===== src/source/lspPkg.sv =====
package lspPkg;

	//////////////////////////////////////////////////////////////////////
	// LSP order and split
	//////////////////////////////////////////////////////////////////////
	localparam int lpcOrder = 10;   // M
	localparam int splitPoint = 5;  // NC, first coef of upper half

	// codebook sizes
	localparam int cb1Entries = 128;
	localparam int cb2Entries = 32;

	// code word packing shifts
	localparam int cand0Bits = 7;   // NC0_B
	localparam int index1Bits = 5;  // NC1_B

	//////////////////////////////////////////////////////////////////////
	// widths and addresses
	//////////////////////////////////////////////////////////////////////
	localparam int addrWidth = 12;
	localparam int coefWidth = 16;
	localparam int candWidth = $clog2(cb1Entries);
	localparam int indexWidth = $clog2(cb2Entries);
	localparam int coefIdxWidth = $clog2(lpcOrder);
	localparam int entryWidth = addrWidth - 1 - coefIdxWidth;  // between select bit and coef

	// table select, top bit of a constant address
	localparam logic cb1Select = 1'b0;
	localparam logic cb2Select = 1'b1;

	// scratch buffer, low bits take the coef number
	localparam logic [addrWidth-1:0] bufBase = 12'h3a0;

	// saturation limits for the 16 bit add
	localparam logic signed [coefWidth-1:0] coefMax = 16'sh7fff;
	localparam logic signed [coefWidth-1:0] coefMin = 16'sh8000;

	// first code analysis word, raw or as mode and candidate
	typedef union packed
	{
		logic [coefWidth-1:0] raw;
		struct packed
		{
			logic [coefWidth-cand0Bits-2:0] pad;
			logic mode;
			logic [cand0Bits-1:0] cand;
		} field;
	} lspCode0T;

endpackage

===== src/source/relspwedQuant.sv =====
`timescale 1ns/1ns

module relspwedQuant
	import lspPkg::*;
(
	input  logic clk,
	input  logic reset,
	input  logic start,
	input  logic mode,
	input  logic [candWidth-1:0] cand,
	input  logic [indexWidth-1:0] index1,
	input  logic [indexWidth-1:0] index2,

	output logic [addrWidth-1:0] lowRomAddr,
	input  logic [coefWidth-1:0] lowRomData,
	output logic [addrWidth-1:0] highRomAddr,
	input  logic [coefWidth-1:0] highRomData,

	output logic bufWriteEn,
	output logic [addrWidth-1:0] bufWriteAddr,
	output logic [coefWidth-1:0] bufWriteData,

	output lspCode0T codeWord0,
	output logic [coefWidth-1:0] codeWord1,
	output logic done
);

	logic busy;
	logic accept;
	logic modeReg;
	logic [candWidth-1:0] candReg;
	logic [indexWidth-1:0] index1Reg;
	logic [indexWidth-1:0] index2Reg;
	logic lowStrobe, highStrobe;
	logic [coefIdxWidth-1:0] lowCoef, highCoef;
	logic [coefWidth-1:0] lowValue, highValue;
	logic lowDone, highDone;

	assign accept = start && !busy;  // start while busy is dropped

	always_ff @(posedge clk)
	begin
		if (reset)
			busy <= 1'b0;
		else if (accept)
			busy <= 1'b1;
		else if (done)
			busy <= 1'b0;
	end

	// frame inputs held for the whole frame
	always_ff @(posedge clk)
	begin
		if (accept)
		begin
			modeReg <= mode;
			candReg <= cand;
			index1Reg <= index1;
			index2Reg <= index2;
		end
	end

	//////////////////////////////////////////////////////////////////////
	// two halves, lower uses index1, upper index2
	//////////////////////////////////////////////////////////////////////
	splitSum #(.firstCoef(0)) iLow (
		.clk(clk), .reset(reset), .start(accept), .cand(candReg), .index(index1Reg),
		.romData(lowRomData), .romAddr(lowRomAddr),
		.resultStrobe(lowStrobe), .resultCoef(lowCoef), .resultValue(lowValue),
		.halfDone(lowDone)
	);

	splitSum #(.firstCoef(splitPoint)) iHigh (
		.clk(clk), .reset(reset), .start(accept), .cand(candReg), .index(index2Reg),
		.romData(highRomData), .romAddr(highRomAddr),
		.resultStrobe(highStrobe), .resultCoef(highCoef), .resultValue(highValue),
		.halfDone(highDone)
	);

	codeAssembler iAssembler (
		.clk(clk), .reset(reset), .start(accept), .mode(modeReg), .cand(candReg),
		.index1(index1Reg), .index2(index2Reg),
		.lowStrobe(lowStrobe), .lowCoef(lowCoef), .lowValue(lowValue), .lowDone(lowDone),
		.highStrobe(highStrobe), .highCoef(highCoef), .highValue(highValue),
		.highDone(highDone),
		.bufWriteEn(bufWriteEn), .bufWriteAddr(bufWriteAddr), .bufWriteData(bufWriteData),
		.codeWord0(codeWord0), .codeWord1(codeWord1), .done(done)
	);

endmodule


===== src/source/codeAssembler.sv =====
`timescale 1ns/1ns

module codeAssembler
	import lspPkg::*;
(
	input  logic clk,
	input  logic reset,
	input  logic start,
	input  logic mode,
	input  logic [candWidth-1:0] cand,
	input  logic [indexWidth-1:0] index1,
	input  logic [indexWidth-1:0] index2,

	input  logic lowStrobe,
	input  logic [coefIdxWidth-1:0] lowCoef,
	input  logic [coefWidth-1:0] lowValue,
	input  logic lowDone,

	input  logic highStrobe,
	input  logic [coefIdxWidth-1:0] highCoef,
	input  logic [coefWidth-1:0] highValue,
	input  logic highDone,

	output logic bufWriteEn,
	output logic [addrWidth-1:0] bufWriteAddr,
	output logic [coefWidth-1:0] bufWriteData,

	output lspCode0T codeWord0,
	output logic [coefWidth-1:0] codeWord1,
	output logic done
);

	logic pendingValid;
	logic pendingLoad;
	logic [coefIdxWidth-1:0] pendingCoef;
	logic [coefWidth-1:0] pendingValue;
	logic [coefIdxWidth-1:0] selCoef;
	logic lowFin;
	logic highFin;
	logic bothFin;
	logic fire;
	lspCode0T word0;
	logic [coefWidth-1:0] word1;

	// both halves strobe together, upper one waits a cycle
	assign pendingLoad = lowStrobe && highStrobe;

	//////////////////////////////////////////////////////////////////////
	// scratch write port
	//////////////////////////////////////////////////////////////////////
	always_comb
	begin
		bufWriteEn = pendingValid || lowStrobe || highStrobe;
		if (pendingValid)
		begin
			selCoef = pendingCoef;
			bufWriteData = pendingValue;
		end
		else if (lowStrobe)
		begin
			selCoef = lowCoef;
			bufWriteData = lowValue;
		end
		else
		begin
			selCoef = highCoef;
			bufWriteData = highValue;
		end
		bufWriteAddr = bufBase + addrWidth'(selCoef);
	end

	always_ff @(posedge clk)
	begin
		if (pendingLoad)
		begin
			pendingCoef <= highCoef;
			pendingValue <= highValue;
		end
	end

	//////////////////////////////////////////////////////////////////////
	// completion and code words
	//////////////////////////////////////////////////////////////////////
	assign bothFin = (lowFin || lowDone) && (highFin || highDone);
	assign fire = bothFin && !pendingLoad;  // a held entry drains this cycle

	always_comb
	begin
		word0.field.pad = '0;
		word0.field.mode = mode;
		word0.field.cand = cand;
	end

	assign word1 = (coefWidth'(index1) << index1Bits) | coefWidth'(index2);

	always_ff @(posedge clk)
	begin
		if (reset)
		begin
			pendingValid <= 1'b0;
			lowFin <= 1'b0;
			highFin <= 1'b0;
			done <= 1'b0;
			codeWord0 <= '0;
			codeWord1 <= '0;
		end
		else
		begin
			pendingValid <= pendingLoad;
			done <= fire;
			if (start || fire)
			begin
				lowFin <= 1'b0;
				highFin <= 1'b0;
			end
			else
			begin
				if (lowDone)
					lowFin <= 1'b1;
				if (highDone)
					highFin <= 1'b1;
			end
			if (fire)
			begin
				codeWord0 <= word0;
				codeWord1 <= word1;
			end
		end
	end

	pendingNoOverrun: assert property (@(posedge clk) disable iff (reset)
		pendingLoad |-> !pendingValid)
		else $error("pending write loaded while still full");

	writeDistinct: assert property (@(posedge clk) disable iff (reset)
		bufWriteEn |=> !bufWriteEn || bufWriteAddr != $past(bufWriteAddr))
		else $error("same buffer coefficient written in back to back cycles");

endmodule


===== src/source/splitSum.sv =====
`timescale 1ns/1ns

module splitSum
	import lspPkg::*;
#(
	parameter int firstCoef = 0
)
(
	input  logic clk,
	input  logic reset,
	input  logic start,
	input  logic [candWidth-1:0] cand,
	input  logic [indexWidth-1:0] index,

	input  logic [coefWidth-1:0] romData,
	output logic [addrWidth-1:0] romAddr,

	output logic resultStrobe,
	output logic [coefIdxWidth-1:0] resultCoef,
	output logic [coefWidth-1:0] resultValue,
	output logic halfDone
);

	logic active;
	logic [1:0] phase;    // 0 cb1 addr, 1 cb2 addr, 2 add
	logic [coefIdxWidth-1:0] coefCnt;
	logic [coefWidth-1:0] cb1Coef;
	logic [coefWidth:0] wideSum;
	logic [coefWidth-1:0] satSum;
	logic lastCoef;

	assign lastCoef = (coefCnt == coefIdxWidth'(firstCoef + splitPoint - 1));

	//////////////////////////////////////////////////////////////////////
	// constant rom address
	//////////////////////////////////////////////////////////////////////
	always_comb
	begin
		if (phase == 2'd1)
			romAddr = {cb2Select, entryWidth'(index), coefCnt};
		else
			romAddr = {cb1Select, entryWidth'(cand), coefCnt};
	end

	// sign extended add, clip on overflow
	assign wideSum = {cb1Coef[coefWidth-1], cb1Coef} + {romData[coefWidth-1], romData};

	always_comb
	begin
		if (wideSum[coefWidth] != wideSum[coefWidth-1])
			satSum = wideSum[coefWidth] ? coefMin : coefMax;
		else
			satSum = wideSum[coefWidth-1:0];
	end

	//////////////////////////////////////////////////////////////////////
	// three phase loop over five coefficients
	//////////////////////////////////////////////////////////////////////
	always_ff @(posedge clk)
	begin
		if (reset)
		begin
			active <= 1'b0;
			phase <= 2'd0;
			coefCnt <= coefIdxWidth'(firstCoef);
			resultStrobe <= 1'b0;
			halfDone <= 1'b0;
		end
		else
		begin
			resultStrobe <= 1'b0;
			halfDone <= resultStrobe && !active;  // last strobe leaves active low
			if (start && !active)
			begin
				active <= 1'b1;
				phase <= 2'd0;
				coefCnt <= coefIdxWidth'(firstCoef);
			end
			else if (active)
			begin
				case (phase)
					2'd0:
						phase <= 2'd1;
					2'd1:
						phase <= 2'd2;
					default:
					begin
						phase <= 2'd0;
						resultStrobe <= 1'b1;
						coefCnt <= coefCnt + 1'b1;
						if (lastCoef)
							active <= 1'b0;
					end
				endcase
			end
		end
	end

	// first stage coef arrives while cb2 address is out
	always_ff @(posedge clk)
	begin
		if (active && phase == 2'd1)
			cb1Coef <= romData;
		if (active && phase == 2'd2)
		begin
			resultValue <= satSum;
			resultCoef <= coefCnt;
		end
	end

	coefBound: assert property (@(posedge clk) disable iff (reset)
		coefCnt <= coefIdxWidth'(firstCoef + splitPoint))
		else $error("splitSum coef counter ran past its half");

endmodule


===== config.mk =====
export PLATFORM = sky130hd
export DESIGN_NAME = relspwedQuant
export DESIGN_NICKNAME = d
export VERILOG_FILES = /design/src/source/lspPkg.sv /design/src/source/relspwedQuant.sv /design/src/source/codeAssembler.sv /design/src/source/splitSum.sv
export SDC_FILE = /design/constraint.sdc
export NUM_CORES = 1
export LEC_CHECK = 0
export BUFFER_PORTS_ARGS = -buffer_cell sky130_fd_sc_hd__buf_4
export CAP_MARGIN = 30
export CORE_MARGIN = 2
export CORE_UTILIZATION = 51
export DETAILED_ROUTE_END_ITERATION = 8
export MAX_ROUTING_LAYER = met4
export PLACE_DENSITY_LB_ADDON = 0.05
export SLEW_MARGIN = 30
export SYNTH_ARGS = -nofsm -noshare
export SYNTH_HDL_FRONTEND = slang
export SYNTH_HIERARCHICAL = 1
export SYNTH_SLANG_ARGS = --single-unit

===== constraint.sdc =====
create_clock -name clk -period 2.6 [get_ports clk]
set_input_delay 0.13 -clock clk [delete_from_list [all_inputs] [get_ports clk]]
set_output_delay 0.13 -clock clk [all_outputs]
set_load 0.01 [all_outputs]

Word-level counts from Yosys, hierarchy flattened

Index checks and enable logic that the tools add are counted.

Add/subtract/negate cells: 5
Eq/ne operators: 8
Mux-type cells: 24
Bitwise operators: 5
Reduce and logical (&&, ||, !) cells: 33

Operators by type and width:

| operator                                      | count |
|---|---|
| 2-to-1 mux 16 bit                             | 6 |
| adder 16 x 16 -> 17 bit                       | 2 |
| 2-to-1 mux 12 bit                             | 2 |
| logical AND 1 bit                             | 12 |
| 2-to-1 mux 1 bit                              | 12 |
| adder 10 x 4 -> 11 bit, first input constant  | 1 |
| bitwise OR 10 x 5 -> 10 bit                   | 1 |
| OR reduction 2 bit                            | 5 |
| adder 4 x 1 -> 4 bit, second input constant   | 2 |
| 2-to-1 mux 4 bit                              | 2 |
| case mux 2 bit (2 select lines)               | 2 |
| OR reduction 3 bit                            | 2 |
| logical OR 1 bit                              | 5 |
| == test 2 x 1 -> 1 bit, second input constant | 2 |
| == test 2 bit, second input constant          | 2 |
| == test 4 x 3 -> 1 bit, second input constant | 1 |
| == test 4 bit, second input constant          | 1 |
| logical NOT 1 bit                             | 4 |
| logical NOT 2 bit                             | 2 |
| inverter 1 bit                                | 4 |
| AND reduction 2 bit                           | 2 |
| != test 1 bit                                 | 2 |
| nonzero test 2 bit                            | 1 |

Register bits after elaboration: 157
Output and inout port bits: 86

Depth between registers and ports, before layout

Gate-level depths: netlist (run 1).

Depth after elaboration: 5
Mapped depth: 12
Gate-level depth less buffers: 11

Cells and area by module

Netlist (run 1), hierarchy kept.

By module, submodules not included:

| module           | instances | cells an instance | area each (um2) | sequential area each (um2) |
|---|---|---|---|---|
| splitSum (iLow)  | 1         | 262               | 2771.4          | 1261.2 |
| splitSum (iHigh) | 1         | 244               | 2645.0          | 1261.2 |
| codeAssembler    | 1         | 201               | 2133.3          | 1041.0 |
| relspwedQuant    | 1         | 22                | 580.6           | 560.5 |

Worst setup path after synthesis (run 1)

OpenSTA, ideal clock, no wires.

Kind: reg2reg
Start point: register iLow.cb1Coef[0]
End point: register iLow.resultValue[0] (data pin)
Library setup time: 0.254 ns
Data arrival time: 2.266 ns
Required time: 2.346 ns
Slack: 0.080 ns
Cell stages (with the launch flop): 13
Period minus slack after synthesis: 2.520 ns
Cell sequence: edfxtp_1 -> ha_1 -> inv_1 -> fa_1 -> nor2b_1 -> o21ai_2 -> nand2b_2 -> a41oi_4 -> o31ai_4 -> and2_4 -> buf_6 -> maj3_1 -> a21o_1

Word-level cells in the longest chain between the ends: 3
Elaborated cells between the ends (all ways): 4
Those cells by class: add/sub (1); eq/ne (1); mux (2)

Ends and longest elaborated chain:

| what                                                      | RTL line                       | source |
|---|---|---|
| start: declaration                                        | splitSum.sv:27                 | `logic [coefWidth-1:0] cb1Coef;` |
| start signal: assignment                                  | splitSum.sv:103                | `cb1Coef <= romData;` |
| adder 16 x 16 -> 17 bit *                                 | splitSum.sv:46                 | `assign wideSum = {cb1Coef[coefWidth-1], cb1Coef} + {romData[coefWidth-1], romData};` |
| 2-to-1 mux 16 bit / != test 1 bit (equally long branches) | splitSum.sv:51, splitSum.sv:50 |  |
| 2-to-1 mux 16 bit *                                       | splitSum.sv:50                 | `if (wideSum[coefWidth] != wideSum[coefWidth-1])` |
| net iLow.satSum[0]                                        | splitSum.sv:29                 | `logic [coefWidth-1:0] satSum;` |
| end signal: assignment                                    | splitSum.sv:106                | `resultValue <= satSum;` |
| end: declaration                                          | splitSum.sv:20                 | `output logic [coefWidth-1:0] resultValue,` |

Mark *: on every way through the listed nets, which the timed path passes. The rest lies on a longest branch.
A chain may end at the register's enable or synchronous reset.

Worst setup path after layout (run 1)

Start point: register iLow.cb1Coef[0]
End point: register iLow.resultValue[2] (data pin)

Same word-level chain as after synthesis.

==> out/results.tsv, run 1 <==
metric	value	unit
grt_max_degree	60	
drtIter0Drc	451	
skew	0.00867	ns
yosys_register_bits	151	
nets	1008	
fin_setup_tns	0	ns
ys_async_sr_fraction	0	
yosys.area.top_type	edfxtp_1	
viasPerCell	5.31	
gp_congestion	0.807	
netlist_instances	729	
cp_max_fo	7	
critPathKind	reg -> reg	
ir_worst_vdd	0.486	mV
rows	46	
htreeDepth	4	
ant_nets	0	
place_inst	1054	
cap_violations	0	
finalNonFillerCells	1146	
p_per_area	566	nW/um^2
yosysTopAreaCellShare	0.406	
finalMaxSlewViolations	0	
utilization	0.672	
end_kind	flip-flop	
io_pins	139	
reg2reg_from	iLow/cb1Coef[0]	
grt_pass1_wl	28.4	mm
cts_tree	built	
ys_seq_area_frac	0.507	
cp-startpoint	iLow/cb1Coef[0]	
worstSetupStartpointType	flip-flop	
drt-total-wl	18.1	mm
ys_warn_count	6	
critPathRequiredTime	2.89	ns
final.period_utilization	0.990	
hold_class	in -> reg	
synth.distinct_cells	73	
wl_per_cell	15.8	um
path_clk_slew	0.06	ns
p_leak	4.05	nW
max-clock-path-buffers	2	
synth_edf_count	110	
numClockSinks	151	
finalPower	0.00598	W
io_buffers	116	
grtUsageMet1	0.286	
status	completed	
worstSetupEndpoint	iLow/resultValue[2]	
diodes	0	
drive_above_1_share	0.273	
crit_arrival	2.86	ns
cts_root_buf	clkbuf_16	
hold_viol	0	
first_global_vias	5862	
track_usage	0.222	
r2r_slack	0.02	ns
r2r-end	iLow/resultValue[2]	
rsz0062_at_grt	yes	
syn_to_final_growth	29.9	%
numCtsBuffers	17	
synthFlopType	edfxtp_1	
drcViolationCount	0	
die_w	130	um
grt_overflow	0	
r2r_cells	12	
synth_area	8130	um^2
maxSlewHeadroom	0.441	
grt_antenna_before_repair	0	
coreArea	15700	um^2
fmax	388	MHz
initial_core_util	0.517	
met2_usage	0.364	
synth_area_leaders	edfxtp_1, dfxtp_1, ha_1	
fin_crit	2.58	ns
vias	6083	
grtUsageMet3	0.0336	
worst_pin_slew	0.839	ns
clk_latency	0.42	ns
busiest_layer	met2	
fp.dieArea	17000	um^2
syn_area_per_cell	11.2	um^2
drt-pass1-iter-count	4	
die_y	130	um
worst_slack	0.0250	ns
setup_viol_count_final	0	
hpwl	12.7	mm
pre_cts_ws	-0.0836	ns
-- synthesized netlist by cell type, types with 3 or more instances --
library cell / instances
a211oi_1: 5
a21boi_0: 4
a21o_1: 14
a21oi_1: 44
a22oi_1: 7
a32oi_1: 4
and2_1: 4
and2_4: 4
and3_1: 3
buf_2: 6
buf_4: 24
buf_6: 3
clkbuf_1: 18
dfxtp_1: 41
edfxtp_1: 110
ha_1: 36
inv_1: 18
maj3_1: 3
maj3_2: 4
mux2_2: 11
mux2i_1: 38
nand2_1: 67
nand2b_1: 41
nand3_1: 13
nand4_1: 6
nor2_1: 31
nor2b_1: 9
nor3_1: 12
nor3b_1: 6
o211ai_1: 9
o21a_1: 4
o21ai_0: 29
o21ai_1: 22
o21bai_1: 3
or3_1: 3
xnor2_1: 19
xor2_1: 11
-- power breakdown --
group / internal [W] / switching (W) / leakage, nW
sequential: 0.00263 / 0.0000270 / 1.33
combinational: 0.000424 / 0.000446 / 2.43
clock: 0.00145 / 0.00101 / 0.295
-- layout make-up --
class / count / area [um^2]
flip-flops and latches: 151 / 4120
clock buffers: 20 / 479
well taps: 216 / 270
fillers: 1227 / 5150
repair buffers: 200 / 1660
inverters: 18 / 67.6
clock inverters: 12 / 113
multi-input cells: 529 / 3850
-- sequential cells by signal, summed over array words and instances (netlist names), 2 cells and up --
signal                   flops
iLow/resultValue            16
index2Reg                    5
iLow/cb1Coef                16
iHigh/coefCnt                4
iHigh/phase                  2
iAssembler/codeWord1        10
iAssembler/pendingCoef       4
iLow/coefCnt                 4
iLow/phase                   2
iHigh/resultCoef             4
iHigh/cb1Coef               16
iAssembler/codeWord0         8
candReg                      7
iAssembler/pendingValue     16
index1Reg                    5
iHigh/resultValue           16
iLow/resultCoef              4
-- cells by family (layout without fill, tap and decap cells) --
group / count (synthesis) / count (layout) / share of synthesized area
and+or+nand+nor: 212 / 213 / 0.138
AOI/OAI and AO/OA: 169 / 170 / 0.142
DFF: 151 / 151 / 0.507
buffers and inverters: 71 / 250 / 0.0476
muxes: 49 / 49 / 0.0620
adders and majority gates: 45 / 45 / 0.0696
xor gates and xnor gates: 30 / 30 / 0.0323
other: 2 / 22 / 0.000924
-- how the worst min path moves through the flow --
| stage | cells after the start | end | startpoint | slack, ns |
|---|---|---|---|---|
| finish | 2 | iLow/phase[0] | reset | 0.17 |
| global placement | 1 | index1Reg[2] | index1[2] | 0.31 |
| detailed placement | 1 | index1Reg[0] | index1[0] | 0.31 |
| global route | 2 | iLow/coefCnt[2] | reset | 0.19 |
| floorplan | 1 | busy | reset | 0.20 |
| CTS | 2 | iLow/phase[0] | reset | 0.15 |
-- worst max-delay path, stage by stage (launching register included) --
cell      delay (ns)
edfxtp_1        0.38
ha_4            0.16
inv_2           0.04
fa_2            0.37
nor2b_2         0.14
o21ai_2         0.08
nand2b_4        0.08
a41oi_4         0.18
o31ai_4         0.45
nand2b_4        0.24
buf_6           0.10
a21o_1          0.11
a21o_1          0.11
-- per-stage QoR --
step	hold WS, ns	area, um^2
floorplan	0.203	8210
global placement	0.308	9240
detailed placement	0.309	9240
CTS	0.150	10300
global route	0.192	10600
finish	0.171	10600
-- routing by layer --
| layer | vias up | share of wire |
|---|---|---|
| met3 | 18 | 0.035 |
| met1 | 2918 | 0.46 |
| met2 | 138 | 0.49 |
| li1 | 3009 | - |
| met5 | - | 0 |
| met4 | 0 | 0.012 |
-- cell usage in the layout (no fill, tap or decap), types with 5 or more instances in the layout --
master         count
and2_4             5
nand4_1            6
nor3b_1            6
a21oi_1           41
nand3_1           12
mux2i_1           38
o211ai_1           9
inv_1             17
nor2b_1            8
buf_4            144
o21ai_1           30
ha_1              31
nand2b_1          38
maj3_2             7
conb_1            22
xor2_1            11
edfxtp_1         110
dlygate4sd3_1     51
a22oi_1            7
nor2_1            30
o21ai_0           20
dfxtp_1           41
clkbuf_16         19
a21o_1            14
nor3_1            11
nand2_1           66
mux2_2            11
xnor2_1           19
-- timing repair --
item	CTS	global route
buffers inserted	0	8
pin swaps	2	21
endpoints found under the setup margin	23	30
resized for setup	5	42
gates cloned	0	2
endpoints found under the hold margin	51	0
hold buffers	51	0
Power figures use the tool's default switching activity.
==> run 2, diff against run 1 <==
==> constraint.sdc (replaced) <==
create_clock -name clk -period 2.6 [get_ports clk]
set_input_delay 0 -clock clk [delete_from_list [all_inputs] [get_ports clk]]
set_output_delay 0 -clock clk [all_outputs]
set_load 0.01 [all_outputs]
==> out/results.tsv, run 2 (synthesized netlist as in run 1, its figures left out) <==
metric	value	unit	change
swShare	0.246		-0.00133
switching_power	0.00147	W	-0.65%
fin_crit	2.60	ns	+0.0231 ns
numClockSinks	151		unchanged
gp_congestion	0.840		+4.0%
cp_max_fo	6		-1
nets	1012		+0.40%
multiInputGateArea	3830	um^2	-0.58%
end_kind	flip-flop		
critPathKind	reg -> reg		
ir_worst_vdd	0.585	mV	+20%
layout_commonest_cell	buf_4		
reg2reg_from	iLow/cb1Coef[5]		
viasPerCell	5.33		+0.49%
whs_path_depth	2		unchanged
fillers	1255		+2.3%
cpMaxStageDelayCell	edfxtp_1		
grt_max_degree	60		unchanged
crit_path_cell_trace	ha_4 -> and2_4 -> nor3b_2 -> o22ai_2 -> o31a_4 -> o21a_4 -> and2_4 -> a21o_1 -> a21o_1		
hpwl	12.6	mm	-0.60%
fp.dieArea	17000	um^2	unchanged
drt-pass1-iter-count	5		+1
max_stage_delay	0.44	ns	about the same
rows	46		unchanged
postPlaceCellArea	9250	um^2	+0.16%
r2r-end	iLow/resultValue[2]		
diodes	0		unchanged
coreArea	15700	um^2	unchanged
utilization	0.671		-0.000876
grtUsageMet3	0.0365		+0.00287
rsz0062_at_grt	yes		
grt_overflow	0		unchanged
cts_tree	built		
holdCritStartpoint	reset		
final.period_utilization	0.999		+0.00890
worst_pin_slew	0.850	ns	+0.0112 ns
p_int	0.00451	W	about the same
grt_antenna_before_repair	0		unchanged
grt_pass1_wl	29.7	mm	+4.3%
design_area	10600	um^2	-0.13%
fmax	385	MHz	-0.89%
initial_core_util	0.517		unchanged
r2r_cells	9		-3
p_per_area	567	nW/um^2	about the same
htreeDepth	4		unchanged
drcViolationCount	0		unchanged
p_seq_frac	0.445		about the same
mostFrequentLayoutCells	buf_4, edfxtp_1, nand2_1		
die_w	130	um	unchanged
busiest_layer	met2		
io_buffers	116		unchanged
grtUsageMet1	0.293		+0.00760
max-clock-path-buffers	2		unchanged
cap_violations	0		unchanged
r2r_slack	0.002	ns	-0.02 ns
pwr-share-comb	0.147		about the same
clk_latency	0.43	ns	about the same
hold_class	in -> reg		
cts_root_buf	clkbuf_16		
p_leak	4.04	nW	-0.37%
vias	6134		+0.84%
path_clk_slew	0.06	ns	about the same
holdPathEnd	iHigh/coefCnt[1]		
drive_above_1_share	0.267		-0.00652
maxSlewHeadroom	0.433		-0.00745
syn_to_final_growth	29.8	%	
setup_viol_count_final	0		unchanged
fin_setup_tns	0	ns	unchanged
track_usage	0.232		+0.0103
finalMaxSlewViolations	0		unchanged
seq_area	4120	um^2	unchanged
drtIter0Drc	472		+4.7%
clkPwrFrac	0.408		-0.002
first_global_vias	5958		+1.6%
worstSetupStartpointType	flip-flop		
die_y	130	um	unchanged
status	completed		
critPathRequiredTime	2.78	ns	-0.11 ns
wl_per_cell	16.2	um	+2.2%
met2_usage	0.381		+0.0169
numCtsBuffers	17		unchanged
ant_nets	0		unchanged
io_pins	139		unchanged
crit_arrival	2.78	ns	-0.08 ns
hold_viol	0		unchanged
drt-total-wl	18.6	mm	+2.6%
skew	0.00858	ns	-0.0000949 ns
[run 2: cell types whose count changed in the layout (fill, tap and decap cells not counted), moves of 3 or more]
cell      before  now
buf_4        144  149
clkinv_1       0    3
maj3_1         0    3
maj3_2         7    4
o21ai_0       20   24
o21ai_1       30   27
[run 2: routing by layer]
layer  up-vias  routed length (um)  share of wire
li1       3003                   -              -
met1      2965                8370           0.45
met2       142                9190           0.49
met3        24                 752          0.040
met4         0                 293          0.016
met5         -                   0              0
[run 2: metrics by stage]
stage	instances	power (W)	setup WS [ns]	hold slack, ns
3_3_place_gp	1056	0.00345	0.0274	0.178
5_1_grt	1150	0.00621	-0.0395	0.0549
6_report	1150	0.00598	0.00181	0.0272
4_1_cts	1140	0.00597	0.00810	0.0253
2_1_floorplan	749	0.00324	0.0798	0.0728
3_5_place_dp	1056	0.00346	-0.102	0.179
[run 2: what timing repair did]
action                     CTS  global route
setup endpoints to repair   18            31
hold endpoints to repair    51             0
setup buffers                1             7
resized for setup            5            30
pin swaps                    1            13
cloned                       0             3
hold buffers                51             0
[run 2: cell type report]
type | count | area share
inverter | 18 | 0.00640
multi-input combinational | 530 | 0.363
timing repair buffer | 203 | 0.158
clock inverter | 11 | 0.00878
tap | 216 | 0.0256
clock buffer | 21 | 0.0467
sequential | 151 | 0.391
[run 2: how the worst max path moves through the flow]
stage / depth (start not counted) / end / slack [ns] / startpoint
finish: 9 / iLow/resultValue[2] / 0.002 / iLow/cb1Coef[5]
global route: 10 / iLow/resultValue[2] / -0.04 / iLow/cb1Coef[1]
CTS: 11 / iHigh/resultValue[0] / 0.008 / iHigh/cb1Coef[0]
detailed placement: 11 / iHigh/resultValue[0] / -0.10 / iHigh/cb1Coef[0]
global placement: 11 / iLow/resultValue[4] / 0.03 / iLow/cb1Coef[0]
floorplan: 12 / iLow/resultValue[0] / 0.08 / iLow/cb1Coef[0]
[run 2: power groups by stage]
stage | clock network, W | registers [W] | logic [W]
finish | 0.00244 | 0.00266 | 0.000876
global route | 0.00258 | 0.00267 | 0.000959
CTS | 0.00248 | 0.00266 | 0.000826
detailed placement | 0 | 0.00271 | 0.000751
global placement | 0 | 0.00271 | 0.000736
floorplan | 0 | 0.00270 | 0.000539
[run 2: critical path, delay by kind of cell, from the launching register on]
family	cells	cell delay (ns)
AND/OR/NAND/NOR	3	0.53
AO/OA/AOI/OAI	5	1.04
flip-flops	1	0.44
adder cells (fa/ha/maj)	1	0.33
